<file path="src/sc_pkg.sv">
package sc_pkg;

    // fetch block geometry and counter widths.
    localparam int SLOT_NUM = 2;
    localparam int CTR_SIZE = 6;
    localparam int TABLE_NUM = 3;
    localparam int TABLE_IDX_WIDTH = 6;
    localparam int HIST_LEN [TABLE_NUM] = '{0, 8, 16}; // table 0 is the bias table.
    localparam int GHIST_WIDTH = 16;
    localparam int VADDR_SIZE = 32;
    localparam int INST_OFFSET = 1;

    localparam int THRESH_CTR = 8;
    localparam int THRESH_IDX_WIDTH = 4;
    localparam int GTHRESH_CTR = 6;
    localparam int GTHRESH_INIT = 24;

    localparam int TAGE_CTR_SIZE = 3;
    localparam int TAGE_WEAK_TAKEN = 1 << (TAGE_CTR_SIZE - 1);

    // wide enough for three magnitudes or three signed counters.
    localparam int SUM_WIDTH = 8;

    typedef logic signed [CTR_SIZE-1:0] ctr_t;
    typedef ctr_t [SLOT_NUM-1:0] ctr_row_t;

    typedef logic [THRESH_CTR-1:0] thresh_ctr_t;
    typedef thresh_ctr_t [SLOT_NUM-1:0] thresh_row_t;

    typedef logic [GTHRESH_CTR-1:0] gthresh_ctr_t;
    typedef gthresh_ctr_t [SLOT_NUM-1:0] gthresh_row_t;

    // state seen at lookup, carried back with the branch to commit.
    typedef struct packed {
        ctr_row_t [TABLE_NUM-1:0] ctrs;
        logic [SLOT_NUM-1:0] pred_taken;
        thresh_row_t thresh_ctr;
        logic [SLOT_NUM-1:0] thresh_update;
    } sc_meta_t;

endpackage
</file>
<file path="src/sc_predict.sv">
`timescale 1ns/100ps

module sc_predict (
    input logic clk,
    input logic rst,
    input logic stall,
    input sc_pkg::ctr_row_t [sc_pkg::TABLE_NUM-1:0] ctr_rows,
    input sc_pkg::thresh_row_t thresh_row,
    input sc_pkg::gthresh_row_t gthresh,
    input logic [sc_pkg::SLOT_NUM-1:0][sc_pkg::TAGE_CTR_SIZE-1:0] tage_ctr,
    input logic [sc_pkg::SLOT_NUM-1:0] tage_taken,
    output logic [sc_pkg::SLOT_NUM-1:0] prediction,
    output sc_pkg::sc_meta_t meta
);
    import sc_pkg::*;

    localparam int LT_WIDTH = THRESH_CTR + 1; // per-PC plus global threshold can carry.
    localparam logic [TAGE_CTR_SIZE-1:0] WEAK = TAGE_CTR_SIZE'(TAGE_WEAK_TAKEN);

    logic [SUM_WIDTH-1:0] sum [SLOT_NUM];
    logic [SUM_WIDTH-1:0] mag [SLOT_NUM];
    logic [SLOT_NUM-1:0] sc_taken;
    logic [SLOT_NUM-1:0] thresh_update;
    logic [SLOT_NUM-1:0] pred_next;

    always_comb begin
        ctr_t c;
        logic [CTR_SIZE-1:0] c_mag;
        for (int s = 0; s < SLOT_NUM; s++) begin
            sum[s] = '0;
            mag[s] = '0;
            for (int t = 0; t < TABLE_NUM; t++) begin
                c = ctr_rows[t][s];
                c_mag = c[CTR_SIZE-1] ? ~c : c; // -c-1 is the bitwise inverse.
                sum[s] = sum[s] + {{(SUM_WIDTH-CTR_SIZE){c[CTR_SIZE-1]}}, c};
                mag[s] = mag[s] + {{(SUM_WIDTH-CTR_SIZE){1'b0}}, c_mag};
            end
        end
    end

    for (genvar s = 0; s < SLOT_NUM; s++) begin : g_slot
        logic [LT_WIDTH-1:0] lt;
        logic [LT_WIDTH-1:0] mag_ext;
        logic low_conf;
        logic mid_conf;
        logic use_sc;

        assign sc_taken[s] = ~sum[s][SUM_WIDTH-1];
        assign lt = LT_WIDTH'(thresh_row[s]) + LT_WIDTH'(gthresh[s]);
        assign mag_ext = LT_WIDTH'(mag[s]);

        // confidence bands sit symmetrically around the weak-taken value.
        assign low_conf = (tage_ctr[s] == WEAK) || (tage_ctr[s] == WEAK - 1'b1);
        assign mid_conf = (tage_ctr[s] == WEAK + 1'b1) || (tage_ctr[s] == WEAK - 2'd2);

        assign use_sc = low_conf ||
                        (mid_conf && (mag_ext > (lt >> 2))) ||
                        (!low_conf && !mid_conf && (mag_ext > (lt >> 1)));

        assign pred_next[s] = use_sc ? sc_taken[s] : tage_taken[s];
        assign thresh_update[s] = mag_ext < lt;
    end

    always_ff @(posedge clk or posedge rst) begin
        if (rst) begin
            prediction <= '0;
            meta <= '0;
        end else if (!stall) begin
            prediction <= pred_next;
            meta.ctrs <= ctr_rows;
            meta.pred_taken <= sc_taken;
            meta.thresh_ctr <= thresh_row;
            meta.thresh_update <= thresh_update;
        end
    end

endmodule

</file>
<file path="config.mk">
export PLATFORM = sky130hd
export DESIGN_NAME = sc_predict
export DESIGN_NICKNAME = d
export VERILOG_FILES = /design/src/sc_pkg.sv /design/src/sc_predict.sv
export SDC_FILE = /design/constraint.sdc
export NUM_CORES = 1
export LEC_CHECK = 0
export BUFFER_PORTS_ARGS = -buffer_cell sky130_fd_sc_hd__buf_4
export CAP_MARGIN = 5
export CORE_UTILIZATION = 50
export CTS_CLUSTER_SIZE = 24
export DETAILED_ROUTE_END_ITERATION = 16
export HOLD_SLACK_MARGIN = 0.05
export PLACE_DENSITY = 0.89
export SKIP_LAST_GASP = 1
export SLEW_MARGIN = 20
export SYNTH_ARGS = -nofsm -noshare
export SYNTH_HDL_FRONTEND = slang
export SYNTH_SLANG_ARGS = --single-unit
</file>
<file path="constraint.sdc">
create_clock -name clk -period 4.5 [get_ports clk]
set_input_delay 0.225 -clock clk [delete_from_list [all_inputs] [get_ports clk]]
set_output_delay 0.225 -clock clk [all_outputs]
set_load 0.005 [all_outputs]
</file>
==> impl_metrics.py, run 1 <==
metrics = {
    "clock_tree": {
        "post_cts_resized": 0,
        "clkTransAtPathRegs_ns": 0.08,
        "h-tree-depth": 3,
        "cts_hold_buf": 0,
        "clk_latency_ns": 0.34,
        "cts_tree": "yes",
        "cts_buffer_depth": 2,
        "clock-sinks": 58,
        "cts-root-buf": "clkbuf_8",
        "cts_setup_buffers": 0,
        "cts_inserted_buffers": 9,
    },
    "timing": {
        "rsz0062_at_grt": "false",
        "min_period_ns": 3.58,
        "slew_viol_final": 0,
        "worst_pin_slew_ns": 0.741,
        "setup_violations": 0,
        "max_freq_mhz": 279,
        "final.setup.tns_ns": 0,
        "max_slew_margin_pct": 50.6,
        "timing.final.crit_share_pct": 79.5,
        "clock_skew_ns": 0,
        "finalHoldViolations": 0,
    },
    "finish": {
        "syn_to_final_growth_pct": 26.7,
        "fin_cells": 712,
        "nets": 749,
        "drive_gt1_share_pct": 35.2,
        "antenna_cells": 0,
        "final_common_cell": "buf_4",
        "fin_area_um2": 6220,
        "layout_common_cells": "buf_4 (133), ha_1 (72), dfrtp_1 (58)",
        "finish.utilization_pct": 66.3,
    },
    "power_and_ir_drop": {
        "power.total_uw": 2400,
        "p_per_area_nw_per_um2": 387,
        "p_leak_uw": 0.00301,
        "ir_worst_vdd_uv": 293,
    },
    "detailed_routing": {
        "wirelength_mm": 11.5,
        "remaining_drc_errors": 0,
        "via_count": 3891,
        "ant_nets": 0,
        "drt_iter0_drc": 122,
        "drt-wirelength-per-cell_um": 16.2,
        "first_pass_iters": 4,
        "vias_per_cell": 5.46,
    },
    "critical_path": {
        "worstSetupEndpointType": "flip-flop",
        "path_depth": 17,
        "ff2ff_path_depth": 2,
        "path_cells": "buf_4, xor2_1, fa_1, ha_1, inv_1, fa_1, inv_1, a21o_1, a21oi_1, xor2_1, ha_1, a21o_1, a221o_1, a31oi_1, a221o_1, nand3_1, a221o_1",
        "required_ns": 4.72,
        "cp_max_fo": 7,
        "cpMaxStageDelayCell": "fa_1",
        "cpMostUsedCell": "a221o_1",
        "cp_data_arrival_time_ns": 3.80,
        "critical_path_class": "in2reg",
        "crit_family": "compound AO/OA/AOI/OAI gates",
        "r2r_slack_ns": 3.59,
        "critPathLaunchType": "input port",
        "path_buf_inv": 3,
        "critPathMaxStageDelay_ns": 0.47,
    },
    "floorplanning": {
        "rows": 35,
        "io_pins": 133,
        "core_region_area_um2": 9370,
        "die_h_um": 101,
        "initial_utilization_pct": 52.4,
        "dieArea_um2": 10200,
        "die_w_um": 101,
    },
    "logic_synthesis": {
        "syn-cell-area_um2": 4910,
        "synthArstFlopShare_pct": 100,
        "syn_area_per_cell_um2": 11.0,
        "synth_ff_type": "dfrtp_1",
        "synthTopCellsByArea": "dfrtp_1 (30%), ha_1 (18%), mux2_2 (12%)",
        "synthCells": 446,
        "synth_seq_area_share_pct": 29.6,
        "synth_edf_count": 0,
        "synth_cell_types": 42,
        "yosys_warnings": 0,
        "syn_nets": 617,
        "ys_seq_elements": 58,
        "synth.top_cell.area_share_pct": 29.6,
        "synth_top_area_cell": "dfrtp_1",
    },
    "placed_design": {
        "io_buffers": 132,
        "dp.cells": 696,
        "place_area_um2": 6020,
        "hpwl_mm": 9.35,
        "gp_congestion": 0.876,
    },
    "grt": {
        "grt_max_degree": 59,
        "antenna_found_initial": 0,
        "grt_overflow": 0,
        "grt_pass1_wl_mm": 18.8,
        "grt_usage_pct": 23.9,
        "first_global_vias": 4064,
    },
    "worst_hold_path": {
        "hp-class": "in2async",
    },
    "run_status": {
        "status": "finished, final reports clean",
    },
    "run": {
        "cap_violations": 0,
    },
}
[cell usage after synthesis (2+ instances only)]
cell type and instances:
a211oi_1 3, a21o_1 15, a21oi_1 26, a221o_1 4
a31oi_1 3, a41oi_1 2, and2_1 2, and4_1 5
buf_1 5, clkbuf_1 7, dfrtp_1 58, fa_1 24
ha_1 72, inv_1 28, mux2_2 52, nand2_1 17
nand2b_1 6, nand3_1 6, nor2_1 17, nor2b_1 6
o211ai_1 2, o21a_1 2, o21ai_0 17, o21bai_1 4
o22ai_1 2, xnor2_1 25, xor2_1 21
[path summary, 6_finish.rpt]
check	from	to
worst max register to register	prediction[1]$_DFFE_PP0N_	prediction[1]$_DFFE_PP0N_
worst min register to register	meta[19]$_DFFE_PP0N_	meta[19]$_DFFE_PP0N_
max in group asynchronous	rst	meta[31]$_DFFE_PP0N_
min in group clk	thresh_row[5]	meta[7]$_DFFE_PP0N_
worst max-delay path	ctr_rows[11]	prediction[1]$_DFFE_PP0N_
worst min-delay path	rst	meta[12]$_DFFE_PP0N_
[routing by layer]
metal / vias up / routed length, µm / track usage [%]
met1: 1905 / 4540 / 26.5
met5: - / 0 / 0
li1: 1854 / - / -
met3: 23 / 449 / 4.65
met2: 109 / 6270 / 44.4
met4: 0 / 260 / 9.59
[power by group]
| part | switching, µW | internal (µW) | total [µW] |
|---|---|---|---|
| combinational | 665 | 624 | 1290 |
| sequential | 34.8 | 588 | 623 |
| clock | 234 | 257 | 491 |
| total | 934 | 1470 | 2400 |
[registers in the layout (all words and copies together) (netlist names)]
register,count
prediction,2
meta,56
[worst reg2reg max path, stage by stage, from the launching register on]
cell and delay, ns:
dfrtp_1 0.40, and2_1 0.16, a221o_1 0.25
[metrics by stage]
| step | setup slack [ns] | hold WS [ns] |
|---|---|---|
| detailed placement | 0.588 | 0.477 |
| floorplan | 0.781 | 0.376 |
| global route | 0.669 | 0.107 |
| CTS | 0.963 | 0.107 |
| global placement | 0.744 | 0.472 |
| finish | 0.922 | 0.0798 |
[final cells by class]
cell class	instances	area (µm²)
Clock buffer	10	128
Tap cell	129	161
Clock inverter	6	66.3
Fill cell	715	3160
Timing Repair Buffer	133	998
Sequential cell	58	1450
Multi-Input combinational cell	348	3310
Inverter	28	105
[logic make-up after synthesis]
kind of cell | Yosys count | synth area share, %
multiplexers | 53 | 12.1
AO/OA/AOI/OAI | 89 | 12.3
XOR/XNOR | 46 | 8.21
AND/OR/NAND/NOR | 64 | 6.58
buffers and inverters | 40 | 3.06
flip-flops | 58 | 29.6
adder cells (fa/ha/maj) | 96 | 28.1
(Power assumes the default switching activity.)
==> run 2: changes to the inputs <==
--- a/config.mk
+++ b/config.mk
@@ -5,13 +5,14 @@
 export SDC_FILE = /design/constraint.sdc
 export NUM_CORES = 1
 export LEC_CHECK = 0
+export ABC_AREA = 1
 export BUFFER_PORTS_ARGS = -buffer_cell sky130_fd_sc_hd__buf_4
 export CAP_MARGIN = 5
-export CORE_UTILIZATION = 50
+export CORE_UTILIZATION = 49
 export CTS_CLUSTER_SIZE = 24
 export DETAILED_ROUTE_END_ITERATION = 16
 export HOLD_SLACK_MARGIN = 0.05
-export PLACE_DENSITY = 0.89
+export PLACE_DENSITY = 0.9
 export SKIP_LAST_GASP = 1
 export SLEW_MARGIN = 20
 export SYNTH_ARGS = -nofsm -noshare
==> constraint.sdc (replaced) <==
create_clock -name clk -period 3.29 [get_ports clk]
set_input_delay 0.1645 -clock clk [delete_from_list [all_inputs] [get_ports clk]]
set_output_delay 0.1645 -clock clk [all_outputs]
set_load 0.005 [all_outputs]
==> impl_metrics.py, run 2 <==
metrics = {
    "timing": {
        "setup_violations": 0,
        "max_freq_mhz": 318,
        "slew_viol_final": 0,
        "max_slew_margin_pct": 35.4,
        "timing.final.crit_share_pct": 95.5,
        "finalHoldViolations": 0,
        "clock_skew_ns": 0,
        "worst_pin_slew_ns": 0.968,
        "final.setup.tns_ns": 0,
        "min_period_ns": 3.14,
    },
    "grt": {
        "antenna_found_initial": 0,
        "first_global_vias": 4787,
        "grt_overflow": 0,
        "grt_max_degree": 64,
        "grt_usage_pct": 24.9,
        "grt_pass1_wl_mm": 21.9,
    },
    "logic_synthesis": {
        "syn_area_per_cell_um2": 7.84,
        "synth_seq_area_share_pct": 28.0,
        "synth.top_cell.area_share_pct": 28.0,
        "syn-cell-area_um2": 5180,
        "synthCells": 661,
        "synth_top_area_cell": "dfrtp_1",
        "yosysMostFrequentCell": "nand2_1",
        "synth_cell_types": 35,
        "yosys_warnings": 0,
        "synthTopCellsByArea": "dfrtp_1 (28%), nand2_1 (18%), ha_1 (17%)",
        "synthArstFlopShare_pct": 100,
        "synthTopCellsByCount": "nand2_1 (255), ha_1 (72), inv_1 (72)",
        "synth_ff_type": "dfrtp_1",
        "ys_seq_elements": 58,
        "synth_edf_count": 0,
        "syn_nets": 832,
    },
    "finish": {
        "regMostFlops": "meta",
        "top_regs": "meta x56, prediction x2",
        "layout_common_cells": "nand2_1 (255), buf_4 (135), inv_1 (70), ha_1 (70), dfrtp_1 (58)",
        "nets": 979,
        "largest_register_ffs": 56,
        "fin_area_um2": 6820,
        "fill_cells": 820,
        "drive_gt1_share_pct": 23.0,
        "regArea_um2": 1450,
        "final_common_cell": "nand2_1",
        "multi_input_area_um2": 3450,
        "syn_to_final_growth_pct": 31.5,
    },
    "placed_design": {
        "hpwl_mm": 10.1,
        "place_area_um2": 6290,
        "gp_congestion": 0.887,
        "io_buffers": 132,
    },
    "critical_path": {
        "required_ns": 3.52,
        "critical_path_class": "in2reg",
        "critPathMaxStageDelay_ns": 0.54,
        "cp_data_arrival_time_ns": 3.37,
        "path_cells": "dlygate4sd3_1, buf_4, xnor2_1, fa_1, inv_1, ha_4, nand2_1, o221ai_2, xnor2_2, ha_1, nand2_1, nor2_2, nand2_1, nand3_1, nand2_1, nand2_1, nand2_2, nand2_1, nand2_1, nand3_1, nand2_1",
        "critPathLaunchType": "input port",
        "cpMostUsedCell": "nand2_1",
        "worstSetupEndpointType": "flip-flop",
        "cpMaxStageDelayCell": "dlygate4sd3_1",
        "cp_max_fo": 4,
    },
    "clock_tree": {
        "cts_buffer_depth": 2,
        "cts_tree": "yes",
        "clock-sinks": 58,
        "clk_latency_ns": 0.33,
        "clkTransAtPathRegs_ns": 0.08,
        "cts-root-buf": "clkbuf_8",
        "h-tree-depth": 3,
        "cts_inserted_buffers": 9,
    },
    "detailed_routing": {
        "via_count": 4746,
        "drt-wirelength-per-cell_um": 14.0,
        "ant_nets": 0,
        "vias_per_cell": 5.00,
        "wirelength_mm": 13.3,
        "drt_iter0_drc": 233,
        "remaining_drc_errors": 0,
        "first_pass_iters": 5,
    },
    "floorplanning": {
        "dieArea_um2": 11000,
        "rows": 37,
        "die_w_um": 105,
        "initial_utilization_pct": 50.4,
        "die_h_um": 105,
        "io_pins": 133,
        "core_region_area_um2": 10300,
    },
    "power_and_ir_drop": {
        "p_leak_uw": 0.00375,
        "power.total_uw": 3710,
        "ir_worst_vdd_uv": 300,
        "p_per_area_nw_per_um2": 545,
    },
    "run": {
        "cap_violations": 0,
    },
    "run_status": {
        "status": "finished, final reports clean",
    },
    "worst_hold_path": {
        "hp-class": "in2reg",
    },
}
[run 2: area by class of cell]
| class | count | share of cell area, % |
|---|---|---|
| multi-input cells | 509 | 50.6 |
| clock buffers | 9 | 1.82 |
| repair buffers | 154 | 17.7 |
| clock inverters | 7 | 1.84 |
| flip-flops and latches | 58 | 21.3 |
| diodes | 1 | 0.0367 |
| well taps | 136 | 2.50 |
| inverters | 76 | 4.19 |
[run 2: worst paths after layout]
| kind | from | endpoint | slack, ns | cells after the start |
|---|---|---|---|---|
| worst max-delay path | ctr_rows[15] | prediction[0]$_DFFE_PP0N_ | 0.15 | 21 |
| worst min-delay path | ctr_rows[20] | meta[40]$_DFFE_PP0N_ | 0.06 | 3 |
| worst max register to register | meta[0]$_DFFE_PP0N_ | meta[0]$_DFFE_PP0N_ | 2.42 | 3 |
| worst min register to register | prediction[1]$_DFFE_PP0N_ | prediction[1]$_DFFE_PP0N_ | 0.48 | 2 |
| max in group asynchronous | rst | meta[25]$_DFFE_PP0N_ | 1.99 | 4 |
| min in group asynchronous | rst | meta[12]$_DFFE_PP0N_ | 0.49 | 3 |
[run 2: critical path, delay by kind of cell]
| kind | cells | cell delay (ns) |
|---|---|---|
| fa+ha+maj | 3 | 1.13 |
| simple gates | 12 | 0.86 |
| buf+inv | 3 | 0.75 |
| xor+xnor | 2 | 0.26 |
| compound gates | 1 | 0.21 |
[run 2: metal layers]
layer	GRT usage, %	vias up	routed length, µm
met5	0	-	0
met4	7.04	0	220
met3	5.12	20	684
met2	45.5	147	6800
met1	29.4	2213	5570
li1	-	2366	-
[run 2: where the power goes]
part	leakage (µW)	switching (µW)	internal, µW
combinational	0.00293	1140	889
sequential	0.000701	46.5	796
clock	0.000124	334	510
total	0.00375	1520	2200
[run 2: logic make-up after synthesis]
group	share of synthesized area [%]
buf+inv	6.90
xor+xnor	8.09
simple gates	25.1
flops	28.0
fa+ha+maj	26.6
compound gates	5.31
[run 2: per-stage QoR]
step,hold WS [ns],utilization (%),std cells,setup slack (ns)
final,0.0630,66.3,950,0.148
after global routing,0.0619,66.3,949,-0.0649
after CTS,0.0507,65.5,949,0.0215
after detailed placement,0.301,61.2,914,-0.0662
after global placement,0.303,61.2,914,0.0632
after floorplan,0.274,-,661,0.119
[run 2: what timing repair did]
action | 4_1_cts | 5_1_grt
endpoints found under the hold margin | 49 | 0
hold buffers | 19 | 0
resized for setup | 0 | 14
setup buffers | 0 | 1
endpoints found under the setup margin | 0 | 2
==> run 3: changes to the inputs <==
--- a/config.mk
+++ b/config.mk
@@ -8,6 +8,7 @@
 export ABC_AREA = 1
 export BUFFER_PORTS_ARGS = -buffer_cell sky130_fd_sc_hd__buf_4
 export CAP_MARGIN = 5
+export CORE_MARGIN = 3
 export CORE_UTILIZATION = 49
 export CTS_CLUSTER_SIZE = 24
 export DETAILED_ROUTE_END_ITERATION = 16
==> impl_metrics.py, run 3 (synthesized netlist as in run 2, its figures left out) <==
metrics = {
    "grt": {
        "grt_overflow": 0,
        "grt_usage_pct": 24.3,
        "antenna_found_initial": 0,
        "grt_max_degree": 64,
        "grt_pass1_wl_mm": 22.6,
        "first_global_vias": 4839,
    },
    "timing": {
        "max_slew_margin_pct": 47.1,
        "timing.final.crit_share_pct": 95.5,
        "final.setup.tns_ns": 0,
        "worst_pin_slew_ns": 0.792,
        "clock_skew_ns": 0,
        "finalHoldViolations": 0,
        "setup_violations": 0,
        "max_freq_mhz": 318,
        "rsz0062_at_grt": "true",
        "slew_viol_final": 0,
        "min_period_ns": 3.14,
    },
    "placed_design": {
        "hpwl_mm": 10.5,
        "dp.cells": 912,
        "place_area_um2": 6300,
        "io_buffers": 132,
        "gp_congestion": 0.895,
    },
    "run": {
        "cap_violations": 0,
    },
    "power_and_ir_drop": {
        "ir_worst_vdd_uv": 315,
        "p_leak_uw": 0.00375,
        "p_per_area_nw_per_um2": 537,
    },
    "clock_tree": {
        "cts_tree": "yes",
        "clk_latency_ns": 0.33,
        "cts_inserted_buffers": 9,
        "clkTransAtPathRegs_ns": 0.09,
        "clock-sinks": 58,
        "h-tree-depth": 3,
        "cts-root-buf": "clkbuf_8",
        "cts_buffer_depth": 2,
    },
    "finish": {
        "final_common_cell": "nand2_1",
        "finish.utilization_pct": 67.9,
        "syn_to_final_growth_pct": 31.5,
        "fill_cells": 778,
        "regMostFlops": "meta",
        "nets": 983,
        "top_regs": "meta x56, prediction x2",
        "fin_area_um2": 6820,
        "largest_register_ffs": 56,
        "regArea_um2": 1450,
        "drive_gt1_share_pct": 22.9,
        "layout_common_cells": "nand2_1 (255), buf_4 (136), ha_1 (70)",
        "fin_cells": 950,
        "antenna_cells": 0,
        "multi_input_area_um2": 3450,
    },
    "floorplanning": {
        "dieArea_um2": 11800,
        "rows": 36,
        "initial_utilization_pct": 51.6,
        "core_region_area_um2": 10000,
        "die_h_um": 109,
        "die_w_um": 109,
        "io_pins": 133,
    },
    "run_status": {
        "status": "finished, final reports clean",
    },
    "critical_path": {
        "required_ns": 3.58,
        "cp_max_fo": 3,
        "worstSetupEndpointType": "flip-flop",
        "critPathLaunchType": "input port",
        "critical_path_class": "in2reg",
        "cp_data_arrival_time_ns": 3.43,
    },
    "detailed_routing": {
        "vias_per_cell": 5.03,
        "first_pass_iters": 4,
        "via_count": 4783,
        "wirelength_mm": 14.1,
        "drt-wirelength-per-cell_um": 14.9,
        "drt_iter0_drc": 243,
        "ant_nets": 0,
        "remaining_drc_errors": 0,
    },
    "worst_hold_path": {
        "hp-class": "in2reg",
    },
}
## run 3: through the flow
step | total power (µW) | hold slack, ns | setup slack [ns]
floorplan | 2170 | 0.274 | 0.119
global placement | 2670 | 0.372 | 0.0613
detailed placement | 2750 | 0.369 | -0.0750
CTS | 3560 | 0.0502 | 0.0128
global route | 4010 | 0.0530 | -0.0699
finish | 3660 | 0.0653 | 0.147
## run 3: routing by layer
layer	wire length (µm)	GRT usage, %	share of wire (%)	up-vias
met2	7250	44.2	51	139
met4	158	6.04	1.1	0
met1	5930	29.0	42	2254
met5	0	0	0	-
li1	-	-	-	2373
met3	780	5.21	5.5	17
## run 3: what timing repair did
item | CTS | global route
endpoints found under the setup margin | 0 | 3
buffers inserted | 0 | 1
resized for setup | 0 | 13
hold buffers | 21 | 1
hold endpoints to repair | 55 | 1
## run 3: report_power, final
part / switching [µW] / internal (µW)
Sequential: 46.1 / 796
Combinational: 1160 / 901
Clock: 326 / 433
## run 3: worst paths after layout
kind                                 startpoint  cells after the start  slack (ns)                         to
min                                 ctr_rows[4]                      3        0.07       meta[24]$_DFFE_PP0N_
min reg2reg                meta[26]$_DFFE_PP0N_                      2        0.48       meta[26]$_DFFE_PP0N_
min in group asynchronous                   rst                      3        0.54        meta[2]$_DFFE_PP0N_
max in group asynchronous                   rst                      4        1.93       meta[39]$_DFFE_PP0N_
max reg2reg                 meta[1]$_DFFE_PP0N_                      3        2.41        meta[1]$_DFFE_PP0N_
max                                ctr_rows[16]                     18        0.15  prediction[0]$_DFFE_PP0N_
## run 3: worst max-delay path: stages
cell and delay [ns]:
dlygate4sd3_1 0.54, buf_4 0.15, xnor2_1 0.14, fa_1 0.50, inv_1 0.07, ha_4 0.28, nand2_1 0.07, o221ai_2 0.23
xnor2_2 0.17, ha_1 0.30, a21o_1 0.20, a21oi_2 0.12, nand2_1 0.08, a21oi_2 0.15, nand2_1 0.06, nand2_1 0.05
nand3_1 0.07, nand2_1 0.09
## run 3: layout make-up
type,count,area share (%)
clock inverter,7,1.49
sequential,58,21.3
inverter,76,4.18
clock buffer,9,1.82
multi-input combinational,509,50.5
tap,133,2.44
timing repair buffer,158,18.2
