==> src/sc_pkg.sv <==
package sc_pkg;

    // fetch block geometry and counter widths.
    localparam int SLOT_NUM = 2;
    localparam int CTR_SIZE = 6;
    localparam int TABLE_NUM = 3;
    localparam int TABLE_IDX_WIDTH = 6;
    localparam int HIST_LEN [TABLE_NUM] = '{0, 8, 16}; // table 0 is the bias table.
    localparam int GHIST_WIDTH = 16;
    localparam int VADDR_SIZE = 32;
    localparam int INST_OFFSET = 1;

    localparam int THRESH_CTR = 8;
    localparam int THRESH_IDX_WIDTH = 4;
    localparam int GTHRESH_CTR = 6;
    localparam int GTHRESH_INIT = 24;

    localparam int TAGE_CTR_SIZE = 3;
    localparam int TAGE_WEAK_TAKEN = 1 << (TAGE_CTR_SIZE - 1);

    // wide enough for three magnitudes or three signed counters.
    localparam int SUM_WIDTH = 8;

    typedef logic signed [CTR_SIZE-1:0] ctr_t;
    typedef ctr_t [SLOT_NUM-1:0] ctr_row_t;

    typedef logic [THRESH_CTR-1:0] thresh_ctr_t;
    typedef thresh_ctr_t [SLOT_NUM-1:0] thresh_row_t;

    typedef logic [GTHRESH_CTR-1:0] gthresh_ctr_t;
    typedef gthresh_ctr_t [SLOT_NUM-1:0] gthresh_row_t;

    // state seen at lookup, carried back with the branch to commit.
    typedef struct packed {
        ctr_row_t [TABLE_NUM-1:0] ctrs;
        logic [SLOT_NUM-1:0] pred_taken;
        thresh_row_t thresh_ctr;
        logic [SLOT_NUM-1:0] thresh_update;
    } sc_meta_t;

endpackage
==> src/sc_update_if.sv <==
`timescale 1ns/100ps

interface sc_update_if;
    import sc_pkg::*;

    logic [SLOT_NUM-1:0] slot_en; // any set bit writes the whole row.
    logic [TABLE_NUM-1:0][TABLE_IDX_WIDTH-1:0] tbl_idx;
    ctr_row_t [TABLE_NUM-1:0] tbl_row;
    logic [THRESH_IDX_WIDTH-1:0] thresh_idx;
    thresh_row_t thresh_row;

    modport updater (
        output slot_en,
        output tbl_idx,
        output tbl_row,
        output thresh_idx,
        output thresh_row
    );

    modport tables (
        input slot_en,
        input tbl_idx,
        input tbl_row,
        input thresh_idx,
        input thresh_row
    );

endinterface

==> src/sc_table.sv <==
`timescale 1ns/100ps

module sc_table #(
    parameter int DEPTH = 64,
    parameter type row_t = logic,
    parameter row_t RESET_VALUE = '0,
    parameter int TABLE_SEL = 0
) (
    input logic clk,
    input logic rst,
    input logic en,
    input logic [$clog2(DEPTH)-1:0] lookup_idx,
    output row_t lookup_row,
    sc_update_if.tables upd
);
    import sc_pkg::*;

    localparam int IDX_WIDTH = $clog2(DEPTH);

    row_t mem [DEPTH];
    logic [IDX_WIDTH-1:0] wr_idx;
    row_t wr_row;
    logic wr_en;

    // the selector one past the last counter table means the threshold table.
    if (TABLE_SEL < TABLE_NUM) begin : g_ctr_port
        assign wr_idx = upd.tbl_idx[TABLE_SEL];
        assign wr_row = upd.tbl_row[TABLE_SEL];
    end else begin : g_thresh_port
        assign wr_idx = upd.thresh_idx;
        assign wr_row = upd.thresh_row;
    end

    assign wr_en = |upd.slot_en;

    always_ff @(posedge clk or posedge rst) begin
        if (rst) begin
            for (int i = 0; i < DEPTH; i++) begin
                mem[i] <= RESET_VALUE;
            end
            lookup_row <= RESET_VALUE;
        end else begin
            if (wr_en) begin
                mem[wr_idx] <= wr_row;
            end
            if (en) begin
                lookup_row <= mem[lookup_idx]; // a same-edge write is seen one cycle later.
            end
        end
    end

endmodule

==> src/flat_wrapper.sv <==
// flat-port wrapper written by rule: the top's interface ports become plain ports
module sc_table_flat import sc_pkg::*;
#(
    parameter int DEPTH = 64,
    parameter type row_t = logic,
    parameter row_t RESET_VALUE = '0,
    parameter int TABLE_SEL = 0
)
  (clk, rst, en, lookup_idx, lookup_row, upd_slot_en, upd_tbl_idx, upd_tbl_row, upd_thresh_idx, upd_thresh_row);
  sc_update_if upd_i ();
  input logic clk;
  input logic rst;
  input logic en;
  input logic [$clog2(DEPTH)-1:0] lookup_idx;
  output row_t lookup_row;
  input wire logic [$bits(upd_i.slot_en)-1:0] upd_slot_en;
  input wire logic [$bits(upd_i.tbl_idx)-1:0] upd_tbl_idx;
  input wire logic [$bits(upd_i.tbl_row)-1:0] upd_tbl_row;
  input wire logic [$bits(upd_i.thresh_idx)-1:0] upd_thresh_idx;
  input wire logic [$bits(upd_i.thresh_row)-1:0] upd_thresh_row;
  assign upd_i.slot_en = upd_slot_en;
  assign upd_i.tbl_idx = upd_tbl_idx;
  assign upd_i.tbl_row = upd_tbl_row;
  assign upd_i.thresh_idx = upd_thresh_idx;
  assign upd_i.thresh_row = upd_thresh_row;
  sc_table #(.DEPTH(DEPTH), .row_t(row_t), .RESET_VALUE(RESET_VALUE), .TABLE_SEL(TABLE_SEL)) u_core (.clk(clk), .rst(rst), .en(en), .lookup_idx(lookup_idx), .lookup_row(lookup_row), .upd(upd_i));
endmodule
==> config.mk <==
export PLATFORM = sky130hd
export DESIGN_NAME = sc_table_flat
export DESIGN_NICKNAME = d
export VERILOG_FILES = /design/src/sc_pkg.sv /design/src/sc_update_if.sv /design/src/sc_table.sv /design/src/flat_wrapper.sv
export SDC_FILE = /design/constraint.sdc
export NUM_CORES = 1
export LEC_CHECK = 0
export ABC_AREA = 1
export BUFFER_PORTS_ARGS = -buffer_cell sky130_fd_sc_hd__buf_2
export CAP_MARGIN = 15
export CELL_PAD_IN_SITES_DETAIL_PLACEMENT = 0
export CELL_PAD_IN_SITES_GLOBAL_PLACEMENT = 1
export CORE_AREA = 4 4 96 98
export CTS_CLUSTER_DIAMETER = 200
export CTS_CLUSTER_SIZE = 20
export DETAILED_ROUTE_END_ITERATION = 7
export DIE_AREA = 0 0 100 102
export GPL_ROUTABILITY_DRIVEN = 0
export HOLD_SLACK_MARGIN = 0.02
export MAX_ROUTING_LAYER = met4
export PLACE_DENSITY = 0.93
export SLEW_MARGIN = 15
export SYNTH_ARGS = -nofsm -noshare
export SYNTH_HDL_FRONTEND = slang
export SYNTH_SLANG_ARGS = --single-unit
export TNS_END_PERCENT = 50
==> constraint.sdc <==
create_clock -name clk -period 3.5 [get_ports clk]
set_input_delay 0.7 -clock clk [delete_from_list [all_inputs] [get_ports clk]]
set_output_delay 0.7 -clock clk [all_outputs]
set_load 0.02 [all_outputs]
==> results of run 1 <==
==> worst max path at each step <==
stage | startpoint | endpoint | slack (ns) | cells past startpoint
after floorplan | rst | u_core.lookup_row | 1.17 | 1
after global placement | lookup_idx[0] | u_core.lookup_row | 1.10 | 13
after detailed placement | lookup_idx[0] | u_core.lookup_row | 1.08 | 13
after CTS | lookup_idx[0] | u_core.lookup_row | 1.45 | 13
after global routing | lookup_idx[0] | u_core.lookup_row | 1.27 | 13
final | lookup_idx[0] | u_core.lookup_row | 1.45 | 13
==> worst register-to-register path, cell delays in order, from the launching register on <==
cell,delay [ns]
dfrtp_1,0.39
nand2_1,0.07
nand3_1,0.08
nand3_1,0.12
nand3_1,0.10
nand2_1,0.12
nand2_1,0.06
nand3_1,0.07
nand2_1,0.05
nand2_1,0.05
nand2_1,0.05
==> layout by cell type, fill, tap and decap left out <==
cell	n
o21ai_1	2
o21ai_0	7
a31oi_1	54
inv_4	1
inv_1	7
clkbuf_8	9
nand3b_1	1
dfrtp_1	65
clkinv_4	1
nand2_1	94
nor4_2	4
nor2_2	1
buf_12	1
nor2_4	3
nor4_4	3
bufinv_16	1
buf_2	18
nor2_1	1
buf_4	6
nor2_8	1
inv_6	3
nor3_1	8
nand3_1	57
a21oi_1	55
nor3_2	5
inv_2	7
nor3_4	2
clkinv_2	2
nand2_4	1
==> cells by family (layout without fill, tap and decap cells) <==
group / count (synthesis) / in the layout / synth area share [%]
and+or+nand+nor: 181 / 181 / 27.0
DFF: 65 / 65 / 46.2
AOI/OAI and AO/OA: 118 / 118 / 18.7
buffers and inverters: 48 / 56 / 8.14
==> power by group through the flow <==
| stage | Sequential [uW] | Clock, uW | Combinational (uW) |
|---|---|---|---|
| global placement | 1020 | 0 | 398 |
| global route | 1030 | 706 | 478 |
| floorplan | 1000 | 0 | 338 |
| finish | 1010 | 662 | 415 |
| CTS | 1010 | 666 | 415 |
| detailed placement | 1020 | 0 | 414 |
==> state kept, by name, summed over array words and instances, names as in the netlist <==
name	flops
u_core.lookup_row	1
u_core.mem	64
==> per-stage QoR <==
step / total power, uW / hold slack, ns / utilization [%] / setup slack (ns) / instances
after global routing: 2220 / 0.385 / 44.8 / 1.27 / 528
after detailed placement: 1440 / 0.474 / 42.4 / 1.08 / 512
after global placement: 1420 / 0.461 / 42.4 / 1.10 / 512
after floorplan: 1340 / 0.453 / - / 1.17 / 412
final: 2090 / 0.338 / 44.8 / 1.45 / 528
after CTS: 2090 / 0.346 / 44.8 / 1.45 / 528
==> metal layers <==
| metal | part of all wire [%] | up-vias | track usage [%] |
|---|---|---|---|
| li1 | - | 1471 | - |
| met1 | 45 | 1466 | 24.2 |
| met2 | 47 | 90 | 28.4 |
| met3 | 4.6 | 29 | 3.21 |
| met4 | 3.4 | 0 | 8.19 |
| met5 | 0 | - | - |
==> area by class of cell <==
class / count / area [um^2] / share of cell area, %
clock inverters: 7 / 75.1 / 1.98
repair buffers: 25 / 155 / 4.09
flip-flops and latches: 65 / 1630 / 42.9
multi-input cells: 299 / 1620 / 42.6
clock buffers: 9 / 124 / 3.27
well taps: 108 / 135 / 3.57
inverters: 15 / 58.8 / 1.55
==> flow_metrics.tcl, run 1 <==
set metrics [dict create \
    yosysWarnings 0 \
    critPathKind "input pin to register" \
    intPower_uw 1420 \
    syn_area_per_cell_um2 8.55 \
    p_clk_share_pct 31.7 \
    dieArea_um2 10200 \
    worst_setup_path_end_kind "register" \
    synth_seq_cells 65 \
    p_sw_uw 667 \
    cts_resized 0 \
    worstSkewPairLatency_ns 0.36 \
    cellLeakagePower_uw 0.00162 \
    slowest_delay_ns 0.57 \
    hold_buffers 0 \
    synth_edf_count 0 \
    yosysMostFrequentCell "nand2_1" \
    syn_to_final_growth_pct 7.60 \
    synthTopCellsByArea "dfrtp_1 (46%), nand2_1 (10%), a31oi_1 (9.6%)" \
    io_pins 86 \
    rrSetupSlack_ns 2.24 \
    path_clk_slew_ns 0.08 \
    antenna_cells 0 \
    cts_buffer_depth 2 \
    ys_types 26 \
    slew_viol_final 0 \
    cts_setup_buffers 0 \
    required_ns 3.80 \
    drt-initial-drc-count 230 \
    slew_headroom_pct 32.4 \
    first_pass_iters 5 \
    cpMostUsedCell "nand2_1" \
    grt_util_all_layers_pct 18.5 \
    grt_pass1_vias 2859 \
    cp_slowest_cell "inv_1" \
    cts_sinks 65 \
    r2r_cells 10 \
    placed_cell_area_um2 3590 \
    yosysTopAreaCell "dfrtp_1" \
    synth_common_cells "nand2_1 (94), dfrtp_1 (65), nand3_1 (57)" \
    final_area_um2 3790 \
    die_w_um 100 \
    crit_path_cell_trace "buf_2, inv_1, buf_4, nand2_1, nand3_1, nand3_1, nand3_1, nand2_1, nand2_1, nand3b_1, nand2_1, nand2_1, nand2_1" \
    nFillCells 842 \
    start_kind "input pin" \
    peakVddDrop_v 0.000188 \
    syn-num-nets 497 \
    crit_fanout 22 \
    ys_seq_area_share_pct 46.2 \
    status "complete, no violations" \
    path_buf_inv 3 \
    grt.overflow.total 0 \
    detailed_place_hpwl_mm 5.33 \
    tns_ns 0 \
    grt_pass1_wl_mm 14.4 \
    syn_inst 412 \
    clock-root-buffer "clkbuf_8" \
    rsz0062_at_grt "false" \
    ys.flop_type "dfrtp_1" \
    finalNetCount 500 \
    num_vias 3056 \
    htree_levels 3 \
    worstReg2RegEnd "u_core.lookup_row" \
    portBuffers 18 \
    vias_per_cell 5.79 \
    fin_skew_ns 0.00582 \
    drcViolationCount 0 \
    wl_per_cell_um 16.3 \
    core_area_um2 8470 \
    finalCriticalPeriod_ns 2.05 \
    switching_share_pct 31.9 \
    critical_path.top_delay_family "buffers and inverters" \
    drive_above_1_share_pct 16.4 \
    numCtsBuffers 9 \
    antenna_left 0 \
    p_per_area_nw_per_um2 551 \
    grt_max_degree 65 \
    drt_wl_total_mm 8.63 \
    seqPwrFrac_pct 48.5 \
    hold_viol 0 \
    fp-row-count 34 \
    r2r-start "u_core.mem[17]" \
    clock.fmax_mhz 488 \
    min_period_over_period_pct 58.5 \
    cts_tree "yes" \
    initial_core_util_pct 41.6 \
    chipHeight_um 102 \
    hold_path.class "input pin to async pin" \
    worst_pin_slew_ns 1.01 \
    cp.arrival_ns 2.35 \
    async_flop_share_pct 100 \
    maxCapViolCount 0 \
    p_comb_share_pct 19.9 \
    syn-cell-area_um2 3520 \
    setup_viol 0 \
    yosysTopAreaCellShare_pct 46.2 \
    antenna_found_initial 0 \
]
(Power assumes the default switching activity.)
==> inputs of run 2 (changes only) <==
--- a/config.mk
+++ b/config.mk
@@ -10,15 +10,15 @@
 export CAP_MARGIN = 15
 export CELL_PAD_IN_SITES_DETAIL_PLACEMENT = 0
 export CELL_PAD_IN_SITES_GLOBAL_PLACEMENT = 1
-export CORE_AREA = 4 4 96 98
+export CORE_AREA = 4 4 104 106
 export CTS_CLUSTER_DIAMETER = 200
 export CTS_CLUSTER_SIZE = 20
 export DETAILED_ROUTE_END_ITERATION = 7
-export DIE_AREA = 0 0 100 102
+export DIE_AREA = 0 0 108 110
 export GPL_ROUTABILITY_DRIVEN = 0
 export HOLD_SLACK_MARGIN = 0.02
 export MAX_ROUTING_LAYER = met4
-export PLACE_DENSITY = 0.93
+export PLACE_DENSITY = 0.85
 export SLEW_MARGIN = 15
 export SYNTH_ARGS = -nofsm -noshare
 export SYNTH_HDL_FRONTEND = slang
==> constraint.sdc (replaced) <==
create_clock -name clk -period 1.8 [get_ports clk]
set_input_delay 0.36 -clock clk [delete_from_list [all_inputs] [get_ports clk]]
set_output_delay 0.36 -clock clk [all_outputs]
set_load 0.02 [all_outputs]
==> run 2 against run 1 <==
Against the previous run: total power is 100% higher; final cell count increased by 8.5%; setup slack worse by 1.1 ns; routed wire length down 5.2%; via count fell by 1.0%; clock-buffer cell count grew 2; register-to-register slack worse by 1.7 ns; utilization fell by 3.8 points; global-route usage fell by 2.8 points; final area grew 5.6%; largest power group unchanged.
==> flow_metrics.tcl, run 2 (same netlist as run 1, synthesis figures left out) <==
set metrics [dict create \
    finalCriticalPeriod_ns 1.46 \
    slew_viol_final 0 \
    min_period_over_period_pct 81.1 \
    rsz0062_at_grt "false" \
    num_vias 3024 \
    cellLeakagePower_uw 0.00173 \
    antenna_found_initial 0 \
    start_kind "input pin" \
    drcViolationCount 0 \
    p_comb_share_pct 19.9 \
    hold_viol 0 \
    cts_tree "yes" \
    htree_levels 3 \
    layout_common_cells "nand2_1 (94), dfrtp_1 (65), nand3_1 (57), a21oi_1 (55), a31oi_1 (54)" \
    mostFrequentLayoutCell "nand2_1" \
    drt-initial-drc-count 288 \
    seqPwrFrac_pct 47.1 \
    cts_setup_buffers 0 \
    worst_pin_slew_ns 1.09 \
    io_pins 86 \
    critPathKind "input pin to register" \
    antenna_cells 0 \
    grt_pass1_wl_mm 14.5 \
    setup_viol 0 \
    clock.fmax_mhz 685 \
    drt_wl_total_mm 8.18 \
    initial_core_util_pct 36.0 \
    cts_resized 0 \
    antenna_left 0 \
    stdcell_count 573 \
    largest_reg_flops 64 \
    core_area_um2 9770 \
    power_uw 4180 \
    cts_sinks 65 \
    status "complete, no violations" \
    hold_buffers 0 \
    p_sw_uw 1220 \
    grt.overflow.total 0 \
    chipHeight_um 110 \
    grt_util_all_layers_pct 15.7 \
    finalNetCount 520 \
    fin_skew_ns 0.00760 \
    dp.cells 557 \
    dieArea_um2 11900 \
    vias_per_cell 5.28 \
    intPower_uw 2960 \
    required_ns 2.07 \
    worstSkewPairLatency_ns 0.35 \
    slew_headroom_pct 26.9 \
    p_per_area_nw_per_um2 1050 \
    p_clk_share_pct 33.1 \
    wl_per_cell_um 14.3 \
    worst_setup_path_end_kind "register" \
    path_clk_slew_ns 0.07 \
    drive_above_1_share_pct 19.8 \
    maxCapViolCount 0 \
    portBuffers 18 \
    regMostFlops "u_core.mem" \
    fp-row-count 36 \
    detailed_place_hpwl_mm 5.71 \
    nFillCells 986 \
    switching_share_pct 29.3 \
    crit_fanout 12 \
    first_pass_iters 5 \
    reg_top3 "u_core.mem (64), u_core.lookup_row (1)" \
    rrSetupSlack_ns 0.57 \
    grt_max_degree 66 \
    die_w_um 108 \
    numCtsBuffers 9 \
    tns_ns 0 \
    syn_to_final_growth_pct 13.6 \
    cts_buffer_depth 2 \
    peakVddDrop_v 0.000334 \
    grt_pass1_vias 2996 \
    cp.arrival_ns 1.73 \
    hold_path.class "input pin to async pin" \
    clock-root-buffer "clkbuf_8" \
]
[run 2: stage by stage]
step,cell area [um^2],utilization [%],hold slack [ns],setup slack (ns)
2_1_floorplan,3530,-,0.453,0.355
3_3_place_gp,3780,38.7,0.461,-0.0142
3_5_place_dp,3780,38.7,0.467,-0.0399
4_1_cts,4000,40.9,0.106,0.326
5_1_grt,4000,40.9,0.112,0.133
6_report,4000,40.9,0.0843,0.341
[run 2: path summary, 6_finish.rpt]
path	cells after the start	to	start
max in group asynchronous	3	u_core.mem[30]	rst
setup / recovery	4	u_core.mem[22]	upd_tbl_idx[2]
hold reg to reg	2	u_core.lookup_row	u_core.lookup_row
hold / removal	3	u_core.mem[2]	rst
setup reg to reg	10	u_core.lookup_row	u_core.mem[32]
min in group clk	3	u_core.lookup_row	en
[run 2: area by class of cell]
class	count	area, um^2	area share (%)
Clock buffer	11	141	3.53
Clock inverter	5	78.8	1.97
Inverter	15	62.6	1.56
Multi-Input combinational cell	299	1610	40.2
Sequential cell	65	1630	40.6
Tap cell	133	166	4.16
Timing Repair Buffer	45	318	7.94
[run 2: critical path: stages]
cell and delay (ns):
buf_2 0.11, nor4_2 0.93, a21oi_1 0.13, a31oi_1 0.19
[run 2: routing by layer]
layer	vias to the layer above	part of all wire [%]	global-route usage, %
li1	1514	-	-
met1	1450	45	19.8
met2	51	50	25.6
met3	9	3.0	2.68
met4	0	1.7	5.77
met5	-	0	-
[run 2: power by group through the flow]
stage                     sequential, uW  combinational [uW]  clock [uW]
after floorplan                     1950                 657           0
after global placement              1980                 807           0
after detailed placement            1990                 838           0
after CTS                           1970                 839        1420
after global routing                2010                 970        1490
final                               1970                 831        1380
==> inputs of run 3 (changes only) <==
--- a/config.mk
+++ b/config.mk
@@ -10,15 +10,15 @@
 export CAP_MARGIN = 15
 export CELL_PAD_IN_SITES_DETAIL_PLACEMENT = 0
 export CELL_PAD_IN_SITES_GLOBAL_PLACEMENT = 1
-export CORE_AREA = 4 4 104 106
+export CORE_AREA = 4 4 101 103
 export CTS_CLUSTER_DIAMETER = 200
 export CTS_CLUSTER_SIZE = 20
 export DETAILED_ROUTE_END_ITERATION = 7
-export DIE_AREA = 0 0 108 110
+export DIE_AREA = 0 0 105 107
 export GPL_ROUTABILITY_DRIVEN = 0
 export HOLD_SLACK_MARGIN = 0.02
 export MAX_ROUTING_LAYER = met4
-export PLACE_DENSITY = 0.85
+export PLACE_DENSITY = 0.86
 export SLEW_MARGIN = 15
 export SYNTH_ARGS = -nofsm -noshare
 export SYNTH_HDL_FRONTEND = slang
==> constraint.sdc (replaced) <==
create_clock -name clk -period 1.5 [get_ports clk]
set_input_delay 0.3 -clock clk [delete_from_list [all_inputs] [get_ports clk]]
set_output_delay 0.3 -clock clk [all_outputs]
set_load 0.02 [all_outputs]
==> run 3 against run 2 <==
Against the previous run: sequential share of layout area down 0.19 points; final cell count down 3.3%; sequential power up 20%; setup slack worse by 0.065 ns; combinational power up 26%; final area up 0.47%; critical path type is now register to register.
==> flow_metrics.tcl, run 3 (same netlist as run 1, synthesis figures left out) <==
set metrics [dict create \
    hold_buffers 0 \
    cts_setup_buffers 0 \
    worstSkewPairLatency_ns 0.34 \
    critPathKind "register to register" \
    drt-initial-drc-count 229 \
    p_per_area_nw_per_um2 1170 \
    worst_setup_path_end_kind "register" \
    drcViolationCount 0 \
    antenna_left 0 \
    clock.fmax_mhz 817 \
    clock-root-buffer "clkbuf_8" \
    crit_path_cell_trace "nand2_1, nand3_1, nand3_1, nand3_1, nand2_1, nand2_1, nand3b_1, nand2_1, nand2_1, nand2_1" \
    crit_fanout 2 \
    slowest_delay_ns 0.38 \
    wl_per_cell_um 16.1 \
    grt_util_all_layers_pct 17.3 \
    cts_buffer_depth 2 \
    fp-row-count 35 \
    dieArea_um2 11200 \
    finish.utilization_pct 43.7 \
    cpMostUsedCell "nand2_1" \
    grt_pass1_wl_mm 15.3 \
    path_buf_inv 0 \
    endpoint "u_core.lookup_row" \
    cts_tree "yes" \
    drt_wl_total_mm 8.90 \
    dp_slack_ns -0.0325 \
    start_kind "register" \
    rrSetupSlack_ns 0.28 \
    slew_headroom_pct 67.7 \
    slew_viol_final 0 \
    path_clk_slew_ns 0.08 \
    fin_skew_ns 0.0108 \
    grt.overflow.total 0 \
    cellLeakagePower_uw 0.00175 \
    maxCapViolCount 0 \
    required_ns 1.72 \
    numCtsBuffers 9 \
    crit_path_start "u_core.mem[37]" \
    drive_above_1_share_pct 20.3 \
    regMostFlops "u_core.mem" \
    rsz0062_at_grt "false" \
    htree_levels 3 \
    detailed_place_hpwl_mm 6.06 \
    first_pass_iters 5 \
    portBuffers 18 \
    peakVddDrop_v 0.000411 \
    status "complete, no violations" \
    r2r-start "u_core.mem[37]" \
    setup_viol 0 \
    crit_cells 10 \
    finalNetCount 524 \
    cp_slowest_cell "dfrtp_1" \
    finalCriticalPeriod_ns 1.22 \
    worstReg2RegEnd "u_core.lookup_row" \
    io_pins 86 \
    cts_sinks 65 \
    cts_resized 0 \
    mostFrequentLayoutCell "nand2_1" \
    die_w_um 105 \
    antenna_cells 0 \
    chipHeight_um 107 \
    vias_per_cell 5.55 \
    critical_path.top_delay_family "simple AND/OR/NAND/NOR gates" \
    grt_max_degree 66 \
    finalWorstSetupSlack_ns 0.276 \
    num_vias 3075 \
    worst_pin_slew_ns 0.481 \
    grt_pass1_vias 3025 \
    core_area_um2 9200 \
    min_period_over_period_pct 81.6 \
    hold_path.class "input pin to async pin" \
    layout_common_cells "nand2_1 (94), dfrtp_1 (65), nand3_1 (57), a21oi_1 (55), a31oi_1 (54)" \
    r2r_cells 10 \
    antenna_found_initial 0 \
    syn_to_final_growth_pct 14.2 \
    reg_top3 "u_core.mem (64), u_core.lookup_row (1)" \
    initial_core_util_pct 38.3 \
    cp.arrival_ns 1.45 \
    hold_viol 0 \
    largest_reg_flops 64 \
]
## run 3: cell count changes in the layout (fill, tap and decap cells not counted), sizes merged
| cell | delta |
|---|---|
| buf | +4 |
| bufinv | -2 |
| clkinv | +1 |
## run 3: worst min-delay path, cell delays in order
cell and delay [ns]:
buf_2 0.11, clkinvlp_4 0.07, buf_12 0.30
## run 3: final cells by class
type	count	area [um^2]
clock buffers	11	141
clock inverters	4	20.0
fillers	914	5170
inverters	15	62.6
multi-input cells	299	1610
flip-flops and latches	65	1630
well taps	111	139
repair buffers	49	423
## run 3: per-stage QoR
step                power [uW]  instance area (um^2)  hold slack, ns  TNS (ns)  std cells
floorplan                 3130                  3530           0.410         0        412
global placement          3400                  3860           0.415   -0.0136        539
detailed placement        3450                  3860           0.424   -0.0545        539
CTS                       4710                  4020          0.0620         0        554
global route              5000                  4020          0.0720         0        554
finish                    4690                  4020          0.0381         0        554
## run 3: how the worst min path moves through the flow
stage / slack [ns] / endpoint / from
global placement: 0.41 / u_core.mem[2] / rst
CTS: 0.06 / u_core.mem[18] / rst
detailed placement: 0.42 / u_core.mem[18] / rst
finish: 0.04 / u_core.mem[3] / rst
global route: 0.07 / u_core.mem[3] / rst
floorplan: 0.41 / u_core.lookup_row / en
## run 3: layer usage
metal / global-route usage [%] / vias to the layer above / share of wire [%] / wire, um
met5: - / - / 0 / 0
met4: 6.00 / 0 / 1.6 / 146
met3: 3.19 / 13 / 5.4 / 480
met2: 26.6 / 94 / 47 / 4160
met1: 23.2 / 1454 / 46 / 4110
li1: - / 1514 / - / -
## run 3: power breakdown
part / internal, uW / switching, uW / total, uW
clock: 624 / 639 / 1260
combinational: 446 / 606 / 1050
sequential: 2150 / 218 / 2370
